$ cat src/hw/lsu_pkg.sv
`default_nettype none

package lsu_pkg;

    // cache geometry
    localparam int WAY_CNT    = 2;
    localparam int SET_CNT    = 256;
    // words per line, also the bus burst length
    localparam int LINE_WORDS = 4;

    // physical address split: tag | index | word offset | byte offset
    localparam int OFFSET_W   = 2;
    localparam int INDEX_W    = 8;
    localparam int TAG_W      = 20;
    localparam int INDEX_LSB  = OFFSET_W + 2;
    localparam int TAG_LSB    = INDEX_LSB + INDEX_W;

    // access size of a load or store
    typedef enum logic [1:0] {
        SIZE_BYTE = 2'd0,
        SIZE_HALF = 2'd1,
        SIZE_WORD = 2'd2
    } access_size_e;

    // control states of the cache FSM
    typedef enum logic [2:0] {
        ST_IDLE    = 3'd0,
        ST_LOOKUP  = 3'd1,
        ST_WB_ADDR = 3'd2,
        ST_WB_DATA = 3'd3,
        ST_RF_ADDR = 3'd4,
        ST_RF_DATA = 3'd5,
        ST_RESPOND = 3'd6
    } miss_state_e;

endpackage

`default_nettype wire

$ cat src/hw/lsu_data_align.sv
`default_nettype none

module lsu_data_align (
    input  wire lsu_pkg::access_size_e size_i,
    input  wire logic                  signed_i,
    input  wire logic [1:0]            addr_lo_i,
    input  wire logic [31:0]           store_data_i,
    input  wire logic [31:0]           load_word_i,
    output logic [3:0]                 byte_en_o,
    output logic [31:0]                store_word_o,
    output logic [31:0]                load_data_o
);

    logic [31:0] byte_lane;
    logic [31:0] half_lane;

    // addressed byte or half moved down to bit 0
    assign byte_lane = load_word_i >> {addr_lo_i, 3'b000};
    assign half_lane = load_word_i >> {addr_lo_i[1], 4'b0000};

    always_comb begin
        case (size_i)
            lsu_pkg::SIZE_BYTE: begin
                byte_en_o    = 4'b0001 << addr_lo_i;
                store_word_o = store_data_i << {addr_lo_i, 3'b000};
            end
            lsu_pkg::SIZE_HALF: begin
                byte_en_o    = 4'b0011 << {addr_lo_i[1], 1'b0};
                store_word_o = store_data_i << {addr_lo_i[1], 4'b0000};
            end
            default: begin
                byte_en_o    = 4'b1111;
                store_word_o = store_data_i;
            end
        endcase
    end

    always_comb begin
        case (size_i)
            lsu_pkg::SIZE_BYTE: load_data_o = {{24{signed_i & byte_lane[7]}}, byte_lane[7:0]};
            lsu_pkg::SIZE_HALF: load_data_o = {{16{signed_i & half_lane[15]}}, half_lane[15:0]};
            default:            load_data_o = load_word_i;
        endcase
    end

endmodule

`default_nettype wire

$ cat config.mk
export PLATFORM = sky130hd
export DESIGN_NAME = lsu_data_align
export DESIGN_NICKNAME = d
export VERILOG_FILES = /design/src/hw/lsu_pkg.sv /design/src/hw/lsu_data_align.sv
export SDC_FILE = /design/constraint.sdc
export NUM_CORES = 1
export LEC_CHECK = 0
export BUFFER_PORTS_ARGS = -buffer_cell sky130_fd_sc_hd__buf_2
export CAP_MARGIN = 10
export CORE_UTILIZATION = 30
export DETAILED_ROUTE_END_ITERATION = 16
export PLACE_DENSITY_LB_ADDON = 0.12
export SLEW_MARGIN = 10
export SYNTH_ARGS = -nofsm -noshare
export SYNTH_HDL_FRONTEND = slang
export SYNTH_SLANG_ARGS = --single-unit
$ cat constraint.sdc
create_clock -name vclk -period 1.2
set_input_delay 0.12 -clock vclk [all_inputs]
set_output_delay 0.12 -clock vclk [all_outputs]
set_load 0.01 [all_outputs]
==> flow_metrics.tcl, run 1 <==
set metrics [dict create \
    avgViaCountPerCell 5.511 \
    end_kind "primary output" \
    design.seq.count 0 \
    yosys.cell_types.count 44 \
    grt_pass1_wl_mm 11.27 \
    cap_violations 0 \
    wl_per_cell_um 16.20 \
    drive_above_1_share_pct 64.51 \
    drc_errors 0 \
    clkbuf_count 0 \
    violations "negative setup slack" \
    setup_slack_ns -0.2329 \
    path_max_fanout 6 \
    setup-violations-final 63 \
    yosys_warnings 0 \
    io_pins 137 \
    die_area_mm2 0.006084 \
    drtPass1Iterations 5 \
    worst_pin_slew_ns 0.3194 \
    dp_cells 448 \
    slew_viol_final 0 \
    routed_wl_mm 7.421 \
    netlist_top_cells_count "23 x nand2_1, 20 x nor2b_1, 15 x a22oi_1, 15 x o22ai_2, 14 x buf_2" \
    hp-class "input port to primary output" \
    fp-row-count 27 \
    power_leakage_nw 1.441 \
    critPathKind "input port to primary output" \
    start_kind "input port" \
    status "finished, violations left" \
    synth_area_leaders "o22ai_2 11%, nor2b_1 7.2%, a22oi_1 6.5%" \
    synth_most_common_cell "nand2_1" \
    area_growth_syn_to_layout_pct 80.43 \
    io_buffers 137 \
    finalPower_mw 1.417 \
    seq_area_um2 0 \
    hold_viol 0 \
    finalCritPeriodShare_pct 119.4 \
    final_cells 458 \
    fin_util_pct 56.44 \
    first_iter_violations 116 \
    finalWeightedCongestion 0.7590 \
    syn_area_mm2 0.001733 \
    arrival_ns 1.31 \
    grtUsageTotal_pct 22.15 \
    seq_area_frac_synth_pct 0 \
    max_freq_mhz 697.9 \
    core_area_mm2 0.005540 \
    grt-ovfl-total 0 \
    hp-start "store_data_i[20]" \
    synth_cells 232 \
    rsz0062_at_grt "yes" \
    final_nets 457 \
    dp.final_hpwl_mm 5.313 \
    fp.dieH_um 78 \
    synth_top_area_share_pct 10.83 \
    min_period_ns 1.433 \
    syn_nets 301 \
    diodes 0 \
    syn_avg_cell_area_um2 7.469 \
    ant_nets 0 \
    grt_max_degree 28 \
    irDropWorstVdd_v 0.0001873 \
    vias 2524 \
    fp.dieW_um 78 \
    start_util_pct 31.28 \
    first_global_vias 2362 \
    yosys.area.top_type "o22ai_2" \
    crit_start "addr_lo_i[0]" \
    required_ns 1.08 \
    power.density_mw_per_mm2 453.0 \
    antenna_found_initial 0 \
    max-slew-margin-rel_pct 78.68 \
]
-- stage by stage --
step	cell area [um2]	setup TNS [ns]	hold WS, ns	setup WS [ns]
global route	3127	-11.07	0.5670	-0.2712
global placement	2681	-11.76	0.5479	-0.2531
detailed placement	2681	-12.26	0.5473	-0.2584
CTS	2947	-9.648	0.5473	-0.2197
floorplan	1767	-0.02816	0.3559	-0.02816
finish	3127	-8.189	0.5485	-0.2329
-- cells in the final DEF (no fill, tap or decap), types with 4 or more instances in the layout --
master     Yosys  layout
o221ai_2       4       5
and2_1         8       8
a31oi_1        8       7
buf_12         0       8
a22oi_1       15       6
o21ai_1        8       7
nand2_1       23      20
buf_2         14     133
mux2i_1        8       6
a21oi_1        8       8
nor4bb_4       0       4
o2bb2ai_1      8       8
inv_1          8       8
a22oi_2        0       9
a222oi_1       7       7
nor2_1         8       6
buf_6          6      13
nor2b_1       20      18
o22ai_2       15      16
o22ai_1       10       8
buf_4          2      25
a221o_1        7       7
-- routing by layer --
| metal | part of all wire [%] | vias up | global-route usage [%] |
|---|---|---|---|
| met3 | 5.2 | 0 | 1.765 |
| met2 | 52 | 98 | 41.86 |
| met5 | 0 | - | 0 |
| met4 | 0 | 0 | 1.111 |
| li1 | - | 1229 | - |
| met1 | 42 | 1197 | 28.30 |
-- what timing repair did --
action | CTS | global route
gates cloned | 4 | 1
resized for setup | 39 | 33
endpoints found under the hold margin | 0 | 0
setup buffers | 5 | 1
pin swaps | 20 | 21
endpoints found under the setup margin | 66 | 66
hold buffers | 0 | 0
-- final timing paths --
| kind | endpoint | cells past startpoint | slack [ns] |
|---|---|---|---|
| max | load_data_o[15] | 7 | -0.23 |
| min | store_word_o[20] | 3 | 0.55 |
-- kinds of logic after synthesis --
| family | count (synthesis) | synth area share, % |
|---|---|---|
| AO/OA/AOI/OAI | 103 | 51.84 |
| AND/OR/NAND/NOR | 77 | 26.28 |
| buffers and inverters | 40 | 13.36 |
| multiplexers | 12 | 8.520 |
-- power by group --
group	switching, mW	total [mW]	internal [mW]
clock network	0	0	0
registers	0	0	0
logic	0.702	1.42	0.714
-- critical path, stage by stage --
cell,delay (ns)
buf_12,0.11
buf_8,0.12
mux2i_4,0.18
buf_6,0.12
o22a_4,0.19
a221oi_2,0.29
buf_2,0.17
-- layout make-up --
cell class                 instances  area (um2)
fill                             571        2414
timing repair buffer             184        1250
inverter                           9       33.78
tap                               72       90.09
multi-input combinational        193        1753
(Power assumes the default switching activity.)
==> inputs of run 2 (changes only) <==
--- a/config.mk
+++ b/config.mk
@@ -9,7 +9,8 @@
 export CAP_MARGIN = 10
 export CORE_UTILIZATION = 30
 export DETAILED_ROUTE_END_ITERATION = 16
-export PLACE_DENSITY_LB_ADDON = 0.12
+export PLACE_DENSITY = 0.66
+export REMOVE_ABC_BUFFERS = 1
 export SLEW_MARGIN = 10
 export SYNTH_ARGS = -nofsm -noshare
 export SYNTH_HDL_FRONTEND = slang
==> run 2 against run 1 <==
The run still ends with negative setup slack left. First-iteration DRC count up 20%. Critical path depth shrank 1. Hold slack worse by 0.0023 ns. Fmax increased by 4.1%. Sequential share of layout area is the same. Core utilization rose by 8.4 points. Final cell count up 2.0%. Total power is 17% higher. Wire length rose by 12%. Flip-flop and latch count is the same. Global-route usage rose by 1.6 points. Largest cell class unchanged.
==> flow_metrics.tcl, run 2 (synthesized netlist as in run 1, its figures left out) <==
set metrics [dict create \
    status "finished, violations left" \
    violations "negative setup slack" \
    arrival_ns 1.26 \
    setup-violations-final 65 \
    design.seq.count 0 \
    hold_viol 0 \
    die_area_mm2 0.006084 \
    first_iter_violations 139 \
    path_cells "buf_12 > nand2b_4 > buf_6 > a21o_4 > a221o_1 > buf_2" \
    cap_violations 0 \
    final_common_cell "buf_2" \
    max-slew-margin-rel_pct 69.07 \
    slew_viol_final 0 \
    pwr-share-comb_pct 100.0 \
    slowest_stage "a221o_1" \
    grt-ovfl-total 0 \
    start_kind "input port" \
    area_growth_syn_to_layout_pct 107.4 \
    p_int_uw 854.0 \
    irDropWorstVdd_v 0.0002175 \
    max_freq_mhz 726.6 \
    core_area_mm2 0.005540 \
    pre_cts_ws_ns -0.2853 \
    seqPwrFrac_pct 0 \
    setup_tns_ns -6.704 \
    io_pins 137 \
    hp-start "load_word_i[6]" \
    routed_wl_mm 8.331 \
    grt_max_degree 23 \
    diodes 0 \
    drive_above_1_share_pct 72.66 \
    start_util_pct 31.28 \
    critPathKind "input port to primary output" \
    finalPower_mw 1.650 \
    rsz0062_at_grt "yes" \
    power.density_mw_per_mm2 459.1 \
    finalWeightedCongestion 0.7849 \
    worst_pin_slew_ns 0.4635 \
    p_clk_share_pct 0 \
    path_max_fanout 6 \
    drtPass1Iterations 5 \
    grt_pass1_wl_mm 12.06 \
    min_period_ns 1.376 \
    clkbuf_count 0 \
    dp_cells 450 \
    fp.dieW_um 78 \
    final_cell_mix "119 x buf_2, 41 x buf_6, 21 x nand2_1" \
    fp-row-count 27 \
    wl_per_cell_um 17.84 \
    fp.dieH_um 78 \
    finalCritPeriodShare_pct 114.7 \
    setup_slack_ns -0.1762 \
    grtUsageTotal_pct 23.77 \
    worstHoldEndpoint "load_data_o[6]" \
    final_nets 466 \
    power_leakage_nw 1.627 \
    avgViaCountPerCell 5.805 \
    io_buffers 137 \
    max_stage_delay_ns 0.36 \
    dp.final_hpwl_mm 5.415 \
    seq_area_um2 0 \
    first_global_vias 2454 \
    end_kind "primary output" \
    fin_util_pct 64.88 \
    fill_cells 456 \
    antenna_found_initial 0 \
    cts_hold_buffers 0 \
    drc_errors 0 \
    ant_nets 0 \
    swShare_pct 48.25 \
    holdPathStages 3 \
    hp-class "input port to primary output" \
    required_ns 1.08 \
    final_cells 467 \
    vias 2711 \
    p_sw_uw 796.3 \
]
run 2: worst max path at each step:
stage                      start          endpoint  cells after the start
floorplan              size_i[0]   load_data_o[10]                      2
global placement    addr_lo_i[0]    load_data_o[1]                      6
detailed placement  addr_lo_i[0]    load_data_o[1]                      6
CTS                    size_i[0]    load_data_o[0]                      6
global route        addr_lo_i[0]  store_word_o[27]                      7
finish                 size_i[0]    load_data_o[0]                      6
run 2: power by group through the flow:
| stage | Sequential, mW | Clock (mW) | Combinational, mW |
|---|---|---|---|
| 2_1_floorplan | 0 | 0 | 0.573 |
| 3_3_place_gp | 0 | 0 | 1.18 |
| 3_5_place_dp | 0 | 0 | 1.19 |
| 4_1_cts | 0 | 0 | 1.40 |
| 5_1_grt | 0 | 0 | 1.74 |
| 6_report | 0 | 0 | 1.65 |
run 2: critical path, delay by kind of cell:
family | cells | cell delay, ns
and+or+nand+nor | 1 | 0.14
buffers and inverters | 3 | 0.38
AOI/OAI and AO/OA | 2 | 0.60
run 2: through the flow:
stage               hold slack, ns  instance area, um2
floorplan                   0.2945                1535
global placement            0.5502                2649
detailed placement          0.5497                2649
CTS                         0.5496                3119
global route                0.5694                3595
finish                      0.5462                3595
run 2: area by class of cell:
class / count / area [um2] / share of cell area [%]
inverter: 9 / 33.78 / 0.9398
multi-input combinational: 193 / 1996 / 55.52
tap: 72 / 90.09 / 2.506
timing repair buffer: 193 / 1475 / 41.04
run 2: layer usage:
| layer | up-vias | track usage (%) | wire length [um] |
|---|---|---|---|
| met5 | - | 0 | 0 |
| met1 | 1297 | 31.69 | 3482 |
| met2 | 145 | 42.65 | 4179 |
| met3 | 23 | 1.059 | 493 |
| li1 | 1246 | - | - |
| met4 | 0 | 3.704 | 176 |
run 2: timing repair:
| item | CTS | global route |
|---|---|---|
| pin swaps | 40 | 20 |
| setup buffers | 5 | 3 |
| setup endpoints to repair | 66 | 65 |
| resized for setup | 95 | 60 |
| hold endpoints to repair | 0 | 0 |
| cloned | 5 | 4 |
