`config.mk`:
```
export PLATFORM = sky130hd
export DESIGN_NAME = dcache_miss_fsm
export DESIGN_NICKNAME = d
export VERILOG_FILES = /design/src/hw/lsu_pkg.sv /design/src/hw/dcache_miss_fsm.sv
export SDC_FILE = /design/constraint.sdc
export NUM_CORES = 1
export LEC_CHECK = 0
export BUFFER_PORTS_ARGS = -buffer_cell sky130_fd_sc_hd__buf_2
export CAP_MARGIN = 15
export CORE_MARGIN = 2
export CORE_UTILIZATION = 29
export CTS_BUF_LIST = sky130_fd_sc_hd__clkbuf_2
export DETAILED_ROUTE_END_ITERATION = 10
export GPL_ROUTABILITY_DRIVEN = 0
export SKIP_LAST_GASP = 1
export SYNTH_ARGS = -nofsm -noshare
export SYNTH_HDL_FRONTEND = slang
export SYNTH_SLANG_ARGS = --single-unit
```
`constraint.sdc`:
```
create_clock -name clk -period 2.62 [get_ports clk]
set_input_delay 0.524 -clock clk [delete_from_list [all_inputs] [get_ports clk]]
set_output_delay 0.524 -clock clk [all_outputs]
set_load 0.05 [all_outputs]
```
`src/hw/lsu_pkg.sv`:
```
`default_nettype none

package lsu_pkg;

    // cache geometry
    localparam int WAY_CNT    = 2;
    localparam int SET_CNT    = 256;
    // words per line, also the bus burst length
    localparam int LINE_WORDS = 4;

    // physical address split: tag | index | word offset | byte offset
    localparam int OFFSET_W   = 2;
    localparam int INDEX_W    = 8;
    localparam int TAG_W      = 20;
    localparam int INDEX_LSB  = OFFSET_W + 2;
    localparam int TAG_LSB    = INDEX_LSB + INDEX_W;

    // access size of a load or store
    typedef enum logic [1:0] {
        SIZE_BYTE = 2'd0,
        SIZE_HALF = 2'd1,
        SIZE_WORD = 2'd2
    } access_size_e;

    // control states of the cache FSM
    typedef enum logic [2:0] {
        ST_IDLE    = 3'd0,
        ST_LOOKUP  = 3'd1,
        ST_WB_ADDR = 3'd2,
        ST_WB_DATA = 3'd3,
        ST_RF_ADDR = 3'd4,
        ST_RF_DATA = 3'd5,
        ST_RESPOND = 3'd6
    } miss_state_e;

endpackage

`default_nettype wire

```
`src/hw/dcache_miss_fsm.sv`:
```
`default_nettype none

module dcache_miss_fsm (
    input  wire logic                   clk,
    input  wire logic                   rst_n,
    input  wire logic                   req_accept_i,
    input  wire logic                   req_write_i,
    input  wire logic                   hit_i,
    input  wire logic                   victim_dirty_i,
    input  wire logic                   bus_ready_i,
    input  wire logic                   bus_rdata_valid_i,
    input  wire logic                   bus_rlast_i,
    output lsu_pkg::miss_state_e        state_o,
    output logic                        busy_o,
    output logic                        resp_valid_o,
    output logic                        store_we_o,
    output logic                        refill_we_o,
    output logic [lsu_pkg::OFFSET_W-1:0] word_cnt_o,
    output logic                        victim_advance_o,
    output logic                        bus_req_valid_o,
    output logic                        bus_req_write_o,
    output logic                        bus_wdata_valid_o,
    output logic                        bus_wlast_o
);

    lsu_pkg::miss_state_e          state_q;
    lsu_pkg::miss_state_e          state_d;
    logic [lsu_pkg::OFFSET_W-1:0]  cnt_q;
    logic                          last_word;
    logic                          wb_beat;

    assign last_word = int'(cnt_q) == lsu_pkg::LINE_WORDS - 1;
    assign wb_beat   = (state_q == lsu_pkg::ST_WB_DATA) && bus_ready_i;

    always_ff @(posedge clk) begin
        if (!rst_n) begin
            state_q <= lsu_pkg::ST_IDLE;
        end else begin
            state_q <= state_d;
        end
    end

    always_comb begin
        state_d = state_q;
        case (state_q)
            lsu_pkg::ST_IDLE: begin
                if (req_accept_i) begin
                    state_d = lsu_pkg::ST_LOOKUP;
                end
            end
            lsu_pkg::ST_LOOKUP: begin
                if (hit_i) begin
                    state_d = lsu_pkg::ST_RESPOND;
                end else if (victim_dirty_i) begin
                    state_d = lsu_pkg::ST_WB_ADDR;
                end else begin
                    state_d = lsu_pkg::ST_RF_ADDR;
                end
            end
            lsu_pkg::ST_WB_ADDR: begin
                if (bus_ready_i) begin
                    state_d = lsu_pkg::ST_WB_DATA;
                end
            end
            lsu_pkg::ST_WB_DATA: begin
                if (wb_beat && last_word) begin
                    state_d = lsu_pkg::ST_RF_ADDR;
                end
            end
            lsu_pkg::ST_RF_ADDR: begin
                if (bus_ready_i) begin
                    state_d = lsu_pkg::ST_RF_DATA;
                end
            end
            lsu_pkg::ST_RF_DATA: begin
                // retry the lookup once the line is in
                if (bus_rdata_valid_i && bus_rlast_i) begin
                    state_d = lsu_pkg::ST_LOOKUP;
                end
            end
            lsu_pkg::ST_RESPOND: begin
                // back to back request may start here
                if (req_accept_i) begin
                    state_d = lsu_pkg::ST_LOOKUP;
                end else begin
                    state_d = lsu_pkg::ST_IDLE;
                end
            end
            default: begin
                state_d = lsu_pkg::ST_IDLE;
            end
        endcase
    end

    // burst word counter, shared by writeback and refill
    always_ff @(posedge clk) begin
        if (!rst_n) begin
            cnt_q <= '0;
        end else if (state_q == lsu_pkg::ST_LOOKUP) begin
            cnt_q <= '0;
        end else if (wb_beat || refill_we_o) begin
            cnt_q <= cnt_q + 1'b1;
        end
    end

    assign state_o           = state_q;
    assign word_cnt_o        = cnt_q;
    assign busy_o            = (state_q != lsu_pkg::ST_IDLE) && (state_q != lsu_pkg::ST_RESPOND);
    assign resp_valid_o      = state_q == lsu_pkg::ST_RESPOND;
    assign store_we_o        = resp_valid_o && req_write_i;
    assign refill_we_o       = (state_q == lsu_pkg::ST_RF_DATA) && bus_rdata_valid_i;
    assign victim_advance_o  = refill_we_o && bus_rlast_i;

    assign bus_req_valid_o   = (state_q == lsu_pkg::ST_WB_ADDR) || (state_q == lsu_pkg::ST_RF_ADDR);
    assign bus_req_write_o   = state_q == lsu_pkg::ST_WB_ADDR;
    assign bus_wdata_valid_o = state_q == lsu_pkg::ST_WB_DATA;
    assign bus_wlast_o       = bus_wdata_valid_o && last_word;

endmodule

`default_nettype wire

```
==> results.ini, run 1 <==
[drt]
routed_via_density=4.86
via_count=442
ant_nets=0
firstDrtPassIters=4
drtIter0Drc=7
drt-total-wl_um=943
wl_per_cell_um=10.4
drc=0

[global_route]
grt_use_total_pct=13.0
grt_max_degree=16
overflow=0
grt_pass1_vias=351
antenna_found_initial=0
grt_pass1_wl_um=1420

[final_layout]
fin_util_pct=40.5
multi_input_area_um2=267
final_nets=87
fill_cells=151
diodes=0
seq_area_um2=100
drive_above_1_share_pct=36.8
area_delta_synth_final_pct=31.2

[synth]
yosysMostFrequentCell=nor2_1
synth-main-ff-cell=dfxtp_1
syn_inst=53
synth.distinct_cells=28
synthTopCellsByArea=dfxtp_1 (25%), mux2i_1 (7.5%), nor2_1 (6.5%), and3b_1 (4.4%), a21oi_1 (3.7%)
synth_fp_nets=63
ys_warn_count=0
synthArstFlopShare_pct=0
yosys-top-cells-count=nor2_1 (7), dfxtp_1 (5), nand2_1 (4)
syn_area_um2=402
ys_ff_latch=5
synth-edff-count=0
yosys.area.top_type_share_pct=24.9
synth.largest_area_cell=dfxtp_1
syn_avg_cell_area_um2=7.58
ys_seq_area_share_pct=24.9

[timing]
slew_viol_final=0
rsz0062_at_grt=false
slew-limit-headroom_pct=69.5
finClkSkew_ns=0.00241
period_needed_ns=2.11
finalCritPeriodShare_pct=80.6
hold_viol_final=0
fmax_mhz=474
finalSetupTns_ns=0
final-setup-viol-count=0
worstMarginPinSlew_ns=0.456
hold_slack_ns=0.541

[worst_setup_path]
cp_slowest_cell=dfxtp_1
cp_max_fo=15
cp-startpoint=state_o[0]
cp-start-kind=flop
worstPathCellList=inv_1, and3_1, and2_1, buf_2
critical_path_required_ns=2.10
r2r_setup_slack_ns=1.11
crit_type=reg2out
critPathArrivalTime_ns=1.59
end_kind=primary output
critPathMaxStageDelay_ns=0.60
r2r_start=state_o[0]

[worst_hold_path]
worstHoldStart=word_cnt_o[1]
hold_path_class=reg2reg

[clock_tree]
htree_num_levels=1
clock_sinks=5
cts_tree=built
cts_buffers=3
post_cts_buffers=0
cts_resized=0
cts-root-buf=clkbuf_2
cts.clk_slew.worst_paths_ns=0.05
clockBufferDepth=2
cts_hold_buf=0
clkLatencyLatePin_ns=0.21

[placement]
place.detailed.hpwl_um=734
io_buffers=22

[floorplan]
fp.dieH_um=41.2
row_count=13
ios=23
start_util_pct=30.9
die-area_um2=1700
core-area_um2=1300
die_x_um=41.2

[power]
ir_drop_mv=0.530
power_density_nw_per_um2=1150
p_leak_nw=0.291

[status]
outcome=finished clean

[flow_run]
drv_cap=0

==> through the flow <==
| stage | worst slack, ns | cells | total power [W] | cell area [µm²] |
|---|---|---|---|---|
| after floorplan | 0.113 | 53 | 0.000477 | 402 |
| after global placement | 0.793 | 87 | 0.000537 | 507 |
| after detailed placement | 0.759 | 87 | 0.000538 | 507 |
| after CTS | 0.511 | 91 | 0.000613 | 527 |
| after global routing | 0.402 | 91 | 0.000647 | 527 |
| final | 0.509 | 91 | 0.000606 | 527 |
==> area by class of cell <==
type	instances	share of cell area [%]
well taps	15	3.56
clock buffers	4	3.80
flip-flops and latches	5	19.0
repair buffers	22	20.9
inverters	3	2.14
multi-input cells	42	50.6
==> logic make-up (layout without fill, tap and decap cells) <==
group / count (synthesis) / count (layout) / synth area share, %
and+or+nand+nor: 25 / 25 / 33.0
DFF: 5 / 5 / 24.9
muxes: 3 / 3 / 7.48
buffers and inverters: 6 / 29 / 8.72
xor gates and xnor gates: 1 / 1 / 2.18
AOI/OAI and AO/OA: 12 / 12 / 20.6
adders and majority gates: 1 / 1 / 3.11
==> worst paths after layout <==
kind	end	depth (start not counted)
setup reg to reg	state_o[2]	4
hold reg to reg	word_cnt_o[1]	2
hold / removal	word_cnt_o[1]	2
setup / recovery	store_we_o	4
==> power by group <==
group	switching [W]	leakage, nW	internal, W	total [W]
Clock	0.0000295	0.0166	0.0000404	0.0000698
Sequential	0.0000581	0.0409	0.0000962	0.000154
Combinational	0.000272	0.233	0.000110	0.000381
==> critical path, delay by kind of cell, from the launching register on <==
family,cells,cell delay (ns)
buffers and inverters,2,0.39
DFF,1,0.60
and+or+nand+nor,2,0.38
==> registers in the layout, indices dropped and copies added (netlist names) <==
| name | cells |
|---|---|
| state_o | 3 |
| word_cnt_o | 2 |
==> layer usage <==
metal | GRT usage, % | share of wire [%] | up-vias | routed length [µm]
li1 | - | - | 235 | -
met1 | 17.4 | 49 | 197 | 460
met2 | 17.6 | 45 | 8 | 423
met3 | 3.26 | 5.6 | 2 | 53
met4 | 9.68 | 0.64 | 0 | 6
met5 | 0 | 0 | - | 0
==> cells in the final DEF (no fill, tap or decap), types with 2 or more instances in the layout <==
master     n
o21ai_0    3
clkbuf_2   4
a21oi_1    3
nand2b_1   2
and3b_1    2
mux2i_1    3
and3_1     2
nand2_1    4
buf_2     22
dfxtp_1    5
inv_1      3
and2_1     2
nor2_1     7
(Power assumes the default switching activity.)
==> run 2, diff against run 1 <==
Clock period 2.62 ns to 2.09 ns, I/O delays scaled along.
==> run 2 against run 1 <==
Cell count rose by 1.1%. Register-to-register slack lost 0.40 ns. Critical path depth unchanged. Worst setup slack got worse by 0.28 ns. Largest cell class unchanged. Highest routed layer unchanged.
==> results.ini, run 2 (synthesis gave the netlist of run 1 again) <==
[final_layout]
area_delta_synth_final_pct=35.5
largest_reg_flops=3
fin_util_pct=41.8
finish.instance_area_um2=544
final_common_cell=buf_2
fill_cells=141
final_nets=88
drive_above_1_share_pct=45.5
diodes=0
final_cell_mix=buf_2 (22), nor2_1 (7), nand2_1 (4), clkbuf_2 (4), dfxtp_1 (4)

[clock_tree]
clock_sinks=5
cts_hold_buf=0
cts_tree=built
cts-root-buf=clkbuf_2
clockBufferDepth=2
post_cts_buffers=0
cts_buffers=3
htree_num_levels=1
cts_resized=0
clkLatencyLatePin_ns=0.20
cts.clk_slew.worst_paths_ns=0.05

[floorplan]
die-area_um2=1700
row_count=13
start_util_pct=30.9
fp.dieH_um=41.2
core-area_um2=1300
ios=23
die_x_um=41.2

[drt]
via_count=439
routed_via_density=4.77
ant_nets=0
wl_per_cell_um=10.3
drtIter0Drc=2
firstDrtPassIters=4
drc=0
drt-total-wl_um=945

[worst_setup_path]
crit_type=reg2out
r2r_start=state_o[1]
r2r_cells=4
r2r-end=state_o[2]
end_kind=primary output
r2r_setup_slack_ns=0.71
cp-start-kind=flop
critical_path_required_ns=1.67
cp_max_fo=12
cp-startpoint=state_o[1]
critPathArrivalTime_ns=1.44

[timing]
hold_viol_final=0
final-setup-viol-count=0
finalCritPeriodShare_pct=89.0
fin_ws_ns=0.230
worstMarginPinSlew_ns=0.362
finClkSkew_ns=0.000562
finalSetupTns_ns=0
rsz0062_at_grt=false
period_needed_ns=1.86
slew-limit-headroom_pct=75.9
fmax_mhz=538
hold_slack_ns=0.516
slew_viol_final=0

[power]
p_clk_share_pct=10.9
ir_drop_mv=0.635
switching_share_pct=58.2
p_leak_nw=0.297
p_comb_share_pct=67.1
p_seq_share_pct=22.0
power_density_nw_per_um2=1430
p_int_w=0.000324
p_switching_w=0.000452

[global_route]
grt_max_degree=15
grt_use_total_pct=13.7
grt_pass1_wl_um=1540
grt_pass1_vias=400
overflow=0
antenna_found_initial=0

[placement]
io_buffers=22
place.detailed.hpwl_um=751
dpl-instance-area_um2=524
pre_cts_ws_ns=0.451

[worst_hold_path]
hold_path_class=in2reg
worstHoldStart=rst_n
holdPathEnd=state_o[2]
hold_depth=3

[status]
outcome=finished clean

[flow_run]
drv_cap=0

[run 2: cell count changes in the layout (fill, tap and decap cells not counted), sizes merged]
cell  change
buf       +1
[run 2: worst max-delay path by stage]
stage	to	slack, ns	cells after the start
after floorplan	bus_wlast_o	-0.03	3
after global placement	victim_advance_o	0.48	4
after detailed placement	victim_advance_o	0.45	4
after CTS	victim_advance_o	0.22	4
after global routing	victim_advance_o	0.13	4
final	victim_advance_o	0.23	4
[run 2: stage by stage]
stage | total power (W) | instances
global placement | 0.000693 | 88
global route | 0.000841 | 92
finish | 0.000776 | 92
detailed placement | 0.000696 | 88
CTS | 0.000785 | 92
floorplan | 0.000607 | 53
[run 2: power groups by stage]
stage,Sequential [W],Combinational [W],Clock [W]
3_3_place_gp,0.000169,0.000524,0
5_1_grt,0.000178,0.000566,0.0000979
4_1_cts,0.000169,0.000526,0.0000894
6_report,0.000171,0.000521,0.0000846
2_1_floorplan,0.000232,0.000375,0
3_5_place_dp,0.000171,0.000525,0
[run 2: metal layers]
metal | vias to the layer above | track usage (%) | share of wire [%]
met5 | - | 0 | 0
met4 | 0 | 6.45 | 1.5
met3 | 2 | 4.89 | 4.2
met2 | 10 | 21.1 | 48
met1 | 193 | 16.8 | 46
li1 | 234 | - | -
[run 2: layout make-up]
class,instances,area (µm²),share of cell area [%]
multi-input cells,42,275,50.6
repair buffers,23,118,21.6
flip-flops and latches,5,101,18.6
clock buffers,4,20.0,3.68
well taps,15,18.8,3.45
inverters,3,11.3,2.07
[run 2: critical path, cell delays in order, from the launching register on]
cell and delay [ns]:
dfxtp_1 0.53, nor2b_1 0.10, and3_2 0.23, and2_2 0.18, buf_2 0.20
