$ cat src/hw/way_select_lfsr.sv
`default_nettype none

module way_select_lfsr (
    input  wire logic clk,
    input  wire logic rst_n,
    input  wire logic advance_i,
    output logic      way_o
);

    logic [7:0] lfsr_q;
    logic       feedback;

    // taps 8,6,5,4 give all 255 nonzero states
    assign feedback = lfsr_q[7] ^ lfsr_q[5] ^ lfsr_q[4] ^ lfsr_q[3];

    always_ff @(posedge clk) begin
        if (!rst_n) begin
            lfsr_q <= 8'h5a;
        end else if (advance_i) begin
            lfsr_q <= {lfsr_q[6:0], feedback};
        end
    end

    assign way_o = lfsr_q[0];

endmodule

`default_nettype wire

$ cat config.mk
export PLATFORM = sky130hd
export DESIGN_NAME = way_select_lfsr
export DESIGN_NICKNAME = d
export VERILOG_FILES = /design/src/hw/way_select_lfsr.sv
export SDC_FILE = /design/constraint.sdc
export NUM_CORES = 1
export LEC_CHECK = 0
export BUFFER_PORTS_ARGS = -buffer_cell sky130_fd_sc_hd__buf_2
export CORE_AREA = 2 2 39 41
export CTS_CLUSTER_DIAMETER = 80
export DETAILED_ROUTE_END_ITERATION = 16
export DIE_AREA = 0 0 41 43
export REMOVE_ABC_BUFFERS = 1
export SETUP_SLACK_MARGIN = 0.5
export SLEW_MARGIN = 10
export SYNTH_ARGS = -nofsm -noshare
export SYNTH_HDL_FRONTEND = slang
export SYNTH_SLANG_ARGS = --single-unit
$ cat constraint.sdc
create_clock -name clk -period 0.8 [get_ports clk]
set_input_delay 0 -clock clk [delete_from_list [all_inputs] [get_ports clk]]
set_output_delay 0 -clock clk [all_outputs]
set_load 0.05 [all_outputs]
==> results of run 1 <==
[routing by layer]
layer / part of all wire (%) / track usage, %
met5: 0 / 0
met4: 0 / 4.00
met3: 8.2 / 6.28
met2: 48 / 9.38
met1: 44 / 8.17
[worst paths after layout]
kind,endpoint,slack [ns],start
max,lfsr_q[0]$_SDFFE_PN0P_,-0.02,lfsr_q[3]$_SDFFE_PN1P_
min,lfsr_q[3]$_SDFFE_PN1P_,-0.01,rst_n
max reg2reg,lfsr_q[0]$_SDFFE_PN0P_,-0.02,lfsr_q[3]$_SDFFE_PN1P_
min reg2reg,lfsr_q[6]$_SDFFE_PN1P_,0.47,lfsr_q[6]$_SDFFE_PN1P_
[critical path, delay by kind of cell, from the launching register on]
| kind | cells | cell delay (ns) |
|---|---|---|
| xor+xnor | 2 | 0.31 |
| compound gates | 1 | 0.07 |
| flops | 1 | 0.33 |
[power groups by stage]
| stage | clock network [uW] | logic [uW] | registers [uW] |
|---|---|---|---|
| floorplan | 0 | 67.7 | 481 |
| CTS | 312 | 144 | 464 |
| detailed placement | 0 | 134 | 464 |
| global route | 337 | 159 | 469 |
| finish | 292 | 145 | 465 |
| global placement | 0 | 134 | 463 |
[cell type report]
| type | count | share of cell area, % |
|---|---|---|
| multi-input cells | 19 | 36.5 |
| well taps | 16 | 4.95 |
| repair buffers | 6 | 11.8 |
| flip-flops and latches | 8 | 41.2 |
| clock buffers | 3 | 5.57 |
[cell usage in the layout (no fill, tap or decap)]
| cell | netlist | final |
|---|---|---|
| buf_2 | 1 | 2 |
| a21oi_1 | 1 | 1 |
| xor2_2 | 0 | 1 |
| nand2_1 | 4 | 4 |
| nor2b_1 | 3 | 3 |
| buf_6 | 0 | 2 |
| dfxtp_1 | 8 | 3 |
| xor2_1 | 2 | 1 |
| mux2i_1 | 7 | 7 |
| buf_4 | 0 | 2 |
| dfxtp_2 | 0 | 5 |
| clkbuf_4 | 0 | 3 |
| o21ai_0 | 1 | 1 |
| xnor2_1 | 1 | 1 |
[logic make-up after synthesis]
family                    share of synthesized area [%]
DFF                                                52.5
muxes                                              23.0
and+or+nand+nor                                    11.1
xor gates and xnor gates                           8.61
AOI/OAI and AO/OA                                  3.28
buffers and inverters                              1.64
[per-stage QoR]
step / setup TNS, ns / utilization (%) / setup slack (ns) / area, um^2
floorplan: -0.218 / - / -0.127 / 300
global placement: -0.0464 / 25.9 / -0.0464 / 358
detailed placement: -0.0603 / 25.9 / -0.0603 / 358
CTS: -0.0257 / 28.9 / -0.0257 / 400
global route: -0.0835 / 29.2 / -0.0604 / 404
finish: -0.0231 / 29.2 / -0.0231 / 404
[repair_timing]
item | CTS | global route
resized for setup | 8 | 1
buffers inserted | 0 | 0
pin swaps | 7 | 0
setup endpoints to repair | 9 | 9
endpoints found under the hold margin | 4 | 2
==> impl_summary.txt, run 1 <==
----------------------------------------------------
[Outcome]
  Outcome ... complete, but fails checks
  Violations in the final reports ... hold timing, setup timing

[Finish]
  Number of fill cells in the layout ... 153
  Post-layout net count ... 41
  Largest regs ... lfsr_q: 8 flops
  Non-Filler Instances ... 52
  Biggest register ... lfsr_q
  Area of the multi-input gates ... 148 um^2
  Fraction of layout instances using a drive strength above 1 ... 41.7%
  Area occupied by registers ... 166 um^2
  Layout area overhead ... 32.4%
  Inserted Diodes ... 0
  Flip-flop count of the largest register, all copies and words added ... 8

[Logic synthesis]
  Area share of the largest cell type after synthesis ... 52.5%
  Count of flip-flops with a built-in enable after synthesis ... 0
  Yosys top cell by area ... dfxtp_1
  Count of cell types in the netlist ... 9
  Most instantiated flip-flop cell in the synthesis netlist ... dfxtp_1
  Share of the yosys chip area belonging to registers ... 52.5%
  Average footprint of a synthesized cell ... about 11 um^2
  Number of instances in the synthesized netlist ... 28
  Most area-consuming cells after synthesis ... dfxtp_1 (52%), mux2i_1 (23%), nor2b_1 (6.1%)
  Synthesized cell area ... 305 um^2
  Most common library cells after synthesis ... dfxtp_1 (8), mux2i_1 (7), nand2_1 (4)
  Share of flip-flops with an asynchronous set or reset ... 0%
  Yosys warning count ... 0
  Number of synthesized register bits ... 8
  Leading cell type by number of instances after synthesis ... dfxtp_1

[Setup path]
  Largest fanout on the critical path ... 2
  Critical path type ... flop to flop
  Cells traversed along the worst timing path ... xor2_2 -> xnor2_1 -> a21oi_1
  Crit path DAT ... about 0.95 ns
  Endpoint required time on the critical path ... 0.93 ns
  Reg2Reg Depth ... 3
  Kind of launch point of the worst setup path ... flop
  Cell with the biggest individual delay on the critical path ... dfxtp_2
  Longest individual stage delay on the worst path ... 0.33 ns
  Crit. End Element ... flop

[Place]
  Cell count after placement ... 49
  Final weighted congestion of routability-driven global placement ... just under 0.6
  Buffers on Ports ... 3

[Pwr]
  Switching power total ... roughly 220 uW
  Cell internal power dissipation ... 687 uW
  Share of power burned in the clock network ... 32.4%
  Pwr/cell area ... between 2000 and 2500 mW/mm^2
  P_leak ... 0.000180 uW
  Fraction of power consumed by combinational cells ... roughly 16%
  Fraction of power spent switching nets ... between 20% and 30%
  Peak supply drop ... 0.927 mV
  Design Power ... 902 uW
  Sequential cell fraction of total power ... 51.5%

[Global routing]
  Via count of the first global-routing pass ... 190
  Global-route wire length before repair ... 793 um
  Tot GR Track Use ... 7.37%
  Number of antenna violations at the first check in global routing ... 0
  Pin count of the biggest net entering global routing ... 10
  Final global-route overflow total ... 0

[STA]
  Final setup violation count ... 1
  Final-layout worst hold slack ... -0.0134 ns
  Hold violation count in the final report ... 4
  Number of max-slew violations in the final report ... 0
  Setup repair after global routing missed its margin ... yes
  Final WS setup ... -0.0231 ns
  Headroom to the max-slew limit ... 84.9%
  Minimum clock period after layout ... 0.823 ns
  Worst Clk Skew ... between 0.002 and 0.0025 ns
  Tightest Pin Transition ... 0.226 ns
  Period utilization ... 103%
  Upper clock frequency limit ... 1210 MHz

[CTS]
  Clock tree from TritonCTS ... built
  Register clock-pin slew on the reported worst setup and hold paths ... 0.05 ns
  Count of H-tree levels built during CTS ... 1
  Cts bufs inserted ... 3
  Clock Sinks ... 8
  CTS root buf ... clkbuf_4
  CTS Buffer Depth ... 2
  Clock latency on the worst-skew pair ... 0.24 ns

[Die]
  Floorplan Core Area ... roughly 0.0014 mm^2
  Starting Density ... 22.1%
  Top-level port count ... 4
  Die Footprint ... 0.00176 mm^2
  Die height ... 43 um
  Floorplan row count ... 14
  Horizontal die dimension ... 41 um

[Route]
  Count of vias placed by the detailed router ... 207
  Iteration-0 DRC Markers ... 0
  TritonRoute pass-1 iters ... 1
  Via-per-instance ratio ... 3.98
  # DRC ... 0
  Antenna-violating nets left ... 0
  Total wirelength of the detailed-routed design ... 485 um
  Average detailed-routed wire length per instance ... 9.33 um

[Job]
  Number of maximum-capacitance constraint violations ... 0

[Worst hold path]
  Cell count of the worst hold path ... 2
  Hold WC Path Type ... input pin to flop

----------------------------------------------------
Note: power is estimated with default switching activity, not from simulation.
==> run 2, diff against run 1 <==
Settings changed: ABC_AREA from default to 1, CELL_PAD_IN_SITES_DETAIL_PLACEMENT from default to 0, CELL_PAD_IN_SITES_GLOBAL_PLACEMENT from default to 2, CORE_AREA 2 2 39 41 to default, CORE_MARGIN from default to 2, CORE_UTILIZATION from default to 25, DIE_AREA 0 0 41 43 to default, PLACE_DENSITY_LB_ADDON from default to 0.1, SETUP_SLACK_MARGIN 0.5 to default.
==> run 2 against run 1 <==
Effect of this change:
- the run ends with setup timing left
- sequential power is 0.9% lower
- critical path depth rose by 4
- area after synthesis grew 15%
- register-to-register slack hardly changed
- clock skew about the same
- routed wire length rose by 45%
- utilization increased by 4.5 points
- worst setup slack improved by 0.010 ns
- first-iteration DRC count grew 4
- clock-buffer cell count stayed put
- critical path type unchanged
- largest cell class unchanged
- largest power group unchanged
==> impl_summary.txt, run 2 <==
----------------------------------------------------
[Logic synthesis]
  Area share of the largest cell type after synthesis ... 45.7% (was 52.5%)
  Number of instances in the synthesized netlist ... 49 (was 28)
  Number of synthesized register bits ... 8 (unchanged)
  Count of cell types in the netlist ... 12 (was 9)
  Average footprint of a synthesized cell ... 7.15 um^2 (was 10.9 um^2)
  Synthesized cell area ... 350 um^2 (was 305 um^2)
  Share of flip-flops with an asynchronous set or reset ... 0% (unchanged)
  Most common library cells after synthesis ... nand2_1 (17), dfxtp_1 (8), inv_1 (5) (was dfxtp_1 (8), mux2i_1 (7), nand2_1 (4))
  Most instantiated flip-flop cell in the synthesis netlist ... dfxtp_1 (unchanged)
  Count of flip-flops with a built-in enable after synthesis ... 0 (unchanged)
  Yosys top cell by area ... dfxtp_1 (unchanged)
  Most area-consuming cells after synthesis ... dfxtp_1 (46%), nand2_1 (18%), a21oi_1 (5.7%) (was dfxtp_1 (52%), mux2i_1 (23%), nor2b_1 (6.1%))
  Yosys warning count ... 0 (unchanged)
  Leading cell type by number of instances after synthesis ... nand2_1 (was dfxtp_1)
  Share of the yosys chip area belonging to registers ... 45.7% (was 52.5%)

[STA]
  Final setup violation count ... 1 (unchanged)
  Hold violation count in the final report ... 0 (was 4)
  Worst Clk Skew ... 0.00279 ns (was 0.00240 ns)
  Setup total negative slack ... -0.0128 ns (was -0.0231 ns)
  Upper clock frequency limit ... 1230 MHz (was 1210 MHz)
  Headroom to the max-slew limit ... 89.9% (was 84.9%)
  Minimum clock period after layout ... 0.813 ns (was 0.823 ns)
  Final-layout worst hold slack ... 0.0216 ns (was -0.0134 ns)
  Number of max-slew violations in the final report ... 0 (unchanged)
  Final WS setup ... -0.0128 ns (was -0.0231 ns)
  Period utilization ... 102% (was 103%)
  Tightest Pin Transition ... 0.150 ns (was 0.226 ns)
  Setup repair after global routing missed its margin ... yes (unchanged)

[Setup path]
  Longest individual stage delay on the worst path ... 0.34 ns (was 0.33 ns)
  Kind of launch point of the worst setup path ... flop (unchanged)
  Worst flop-to-flop path endpoint ... lfsr_q[0]$_SDFFE_PN0P_ (unchanged)
  Critical path type ... flop to flop (unchanged)
  Beginning of the worst register-to-register path ... lfsr_q[4]$_SDFFE_PN1P_ (was lfsr_q[3]$_SDFFE_PN1P_)
  Cell family contributing the most delay on the critical path ... flip-flops (unchanged)
  Reg2Reg Depth ... 7 (was 3)
  Largest fanout on the critical path ... 3 (was 2)
  Crit path DAT ... 0.96 ns (was 0.95 ns)
  Path length in cells of the critical path ... 7 (was 3)
  Cell occurring most often along the worst timing path ... nand2_1
  Setup slack of the worst register-to-register path ... -0.01 ns (was -0.02 ns)
  Cell with the biggest individual delay on the critical path ... dfxtp_2 (unchanged)
  Cells traversed along the worst timing path ... inv_2 -> nand2_1 -> nand2_1 -> nand2_1 -> nand3_1 -> nand2_1 -> inv_1 (was xor2_2 -> xnor2_1 -> a21oi_1)
  Endpoint required time on the critical path ... 0.94 ns (was 0.93 ns)
  Sum of buffers and inverters on the critical path ... 2 (was 0)
  Crit. End Element ... flop (unchanged)

[Global routing]
  Number of antenna violations at the first check in global routing ... 0 (unchanged)
  Final global-route overflow total ... 0 (unchanged)
  Pin count of the biggest net entering global routing ... 10 (unchanged)
  Via count of the first global-routing pass ... 329 (was 190)
  Global-route wire length before repair ... 1260 um (was 793 um)
  Tot GR Track Use ... 9.89% (was 7.37%)

[Pwr]
  Fraction of power consumed by combinational cells ... 17.1% (was 16.1%)
  Sequential cell fraction of total power ... 50.7% (was 51.5%)
  Fraction of power spent switching nets ... 26.1% (was 23.9%)
  Design Power ... 909 uW (was 902 uW)
  Cell internal power dissipation ... 672 uW (was 687 uW)
  Switching power total ... 237 uW (was 215 uW)
  P_leak ... 0.000221 uW (was 0.000180 uW)
  Pwr/cell area ... 2070 mW/mm^2 (was 2230 mW/mm^2)
  Peak supply drop ... 0.875 mV (was 0.927 mV)
  Share of power burned in the clock network ... 32.2% (was 32.4%)

[Worst hold path]
  Cell count of the worst hold path ... 2 (unchanged)
  Hold WC Path Type ... input pin to flop (unchanged)
  Source of the worst hold timing path ... rst_n (unchanged)
  End of the worst hold path ... lfsr_q[6]$_SDFFE_PN1P_ (was lfsr_q[3]$_SDFFE_PN1P_)

[Finish]
  Most frequent cells in the layout ... nand2_1 (17), inv_2 (5) (was mux2i_1 (7), dfxtp_2 (5), nand2_1 (4))
  Flip-flop count of the largest register, all copies and words added ... 8 (unchanged)
  Number of fill cells in the layout ... 153 (unchanged)
  Post-layout net count ... 63 (was 41)
  Leading cell type in the layout, fill and taps excluded ... nand2_1 (was mux2i_1)
  Post-Route Utilization ... 33.8% (was 29.2%)
  Layout area overhead ... 25.4% (was 32.4%)
  Inserted Diodes ... 0 (unchanged)
  Biggest register ... lfsr_q (unchanged)
  Fraction of layout instances using a drive strength above 1 ... 36.2% (was 41.7%)
  Largest regs ... lfsr_q: 8 flops (unchanged)

[Die]
  Die height ... 41.4 um (was 43 um)
  Floorplan row count ... 13 (was 14)
  Die Footprint ... 0.00172 mm^2 (was 0.00176 mm^2)
  Horizontal die dimension ... 41.4 um (was 41 um)
  Floorplan Core Area ... 0.00130 mm^2 (was 0.00138 mm^2)
  Top-level port count ... 4 (unchanged)
  Starting Density ... 26.9% (was 22.1%)

[CTS]
  Cts bufs inserted ... 3 (unchanged)
  CTS root buf ... clkbuf_4 (unchanged)
  Count of hold-fix buffers inserted at cts ... 0
  CTS Buffer Depth ... 2 (unchanged)
  Clock Sinks ... 8 (unchanged)
  Clock latency on the worst-skew pair ... 0.24 ns (about the same)
  Register clock-pin slew on the reported worst setup and hold paths ... 0.05 ns (about the same)
  Clock tree from TritonCTS ... built (unchanged)
  Count of H-tree levels built during CTS ... 1 (unchanged)

[Route]
  Antenna-violating nets left ... 0 (unchanged)
  Total wirelength of the detailed-routed design ... 701 um (was 485 um)
  Iteration-0 DRC Markers ... 4 (was 0)
  Count of vias placed by the detailed router ... 325 (was 207)
  TritonRoute pass-1 iters ... 3 (was 1)
  Via-per-instance ratio ... 4.45 (was 3.98)
  # DRC ... 0 (unchanged)
  Average detailed-routed wire length per instance ... 9.60 um (was 9.33 um)

[Outcome]
  Outcome ... complete, but fails checks (unchanged)
  Violations in the final reports ... setup timing (was hold timing, setup timing)

[Place]
  Buffers on Ports ... 3 (unchanged)
  Post-DP HPWL ... 538 um
  Post-Place Setup Slack ... -0.0579 ns (was -0.0603 ns)
  Final weighted congestion of routability-driven global placement ... 0.713 (was 0.589)

[Job]
  Number of maximum-capacitance constraint violations ... 0 (unchanged)

----------------------------------------------------
[run 2: cell types whose count changed after synthesis, moves of 2 or more]
cell | previous run | this run
inv_1 | 0 | 5
mux2i_1 | 7 | 0
nor2_1 | 0 | 2
nand2_1 | 4 | 17
inv_2 | 0 | 3
o21ai_0 | 1 | 4
nor2b_1 | 3 | 0
xor2_1 | 2 | 0
o211ai_1 | 0 | 2
a21oi_1 | 1 | 4
[run 2: worst max path at each step]
stage | to | from | slack (ns)
after floorplan | lfsr_q[0]$_SDFFE_PN0P_ | lfsr_q[0]$_SDFFE_PN0P_ | -0.22
after global placement | lfsr_q[0]$_SDFFE_PN0P_ | lfsr_q[7]$_SDFFE_PN0P_ | -0.05
after global routing | lfsr_q[0]$_SDFFE_PN0P_ | lfsr_q[5]$_SDFFE_PN0P_ | -0.09
after detailed placement | lfsr_q[0]$_SDFFE_PN0P_ | lfsr_q[4]$_SDFFE_PN1P_ | -0.06
final | lfsr_q[0]$_SDFFE_PN0P_ | lfsr_q[4]$_SDFFE_PN1P_ | -0.01
after CTS | lfsr_q[0]$_SDFFE_PN0P_ | lfsr_q[4]$_SDFFE_PN1P_ | -0.02
[run 2: what timing repair did]
action,CTS,global route
resized for setup,7,2
setup endpoints to repair,2,2
setup buffers,0,0
[run 2: final cells by class]
class	count	area [um^2]	area share, %
Clock buffer	3	22.5	5.13
Inverter	8	30.0	6.84
Multi-Input combinational cell	32	149	33.9
Sequential cell	8	168	38.2
Tap cell	15	18.8	4.27
Timing Repair Buffer	7	51.3	11.7
[run 2: metal layers]
metal / share of wire (%) / track usage (%) / up-vias
met5: 0 / 0 / -
met4: 1.4 / 9.68 / 0
met3: 4.0 / 2.61 / 2
met2: 47 / 14.7 / 4
met1: 47 / 11.1 / 145
li1: - / - / 174
[run 2: worst reg2reg max path: stages, from the launching register on]
cell     delay (ns)
dfxtp_2        0.34
inv_2          0.04
nand2_1        0.06
nand2_1        0.05
nand2_1        0.06
nand3_1        0.07
nand2_1        0.06
inv_1          0.03
[run 2: kinds of logic after synthesis]
kind of cell	synth area share (%)
buf+inv	11.8
simple gates	21.8
compound gates	20.7
flops	45.7
[run 2: power by group through the flow]
stage          Sequential (uW)  Clock, uW  Combinational, uW
4_1_cts                    461        309                154
6_report                   461        293                155
5_1_grt                    466        330                175
3_5_place_dp               463          0                149
2_1_floorplan              474          0               80.0
3_3_place_gp               462          0                149
[run 2: stage by stage]
| stage | std cells | cell area (um^2) |
|---|---|---|
| after floorplan | 48 | 339 |
| after global placement | 70 | 403 |
| after detailed placement | 70 | 403 |
| after CTS | 73 | 433 |
| after global routing | 73 | 439 |
| final | 73 | 439 |
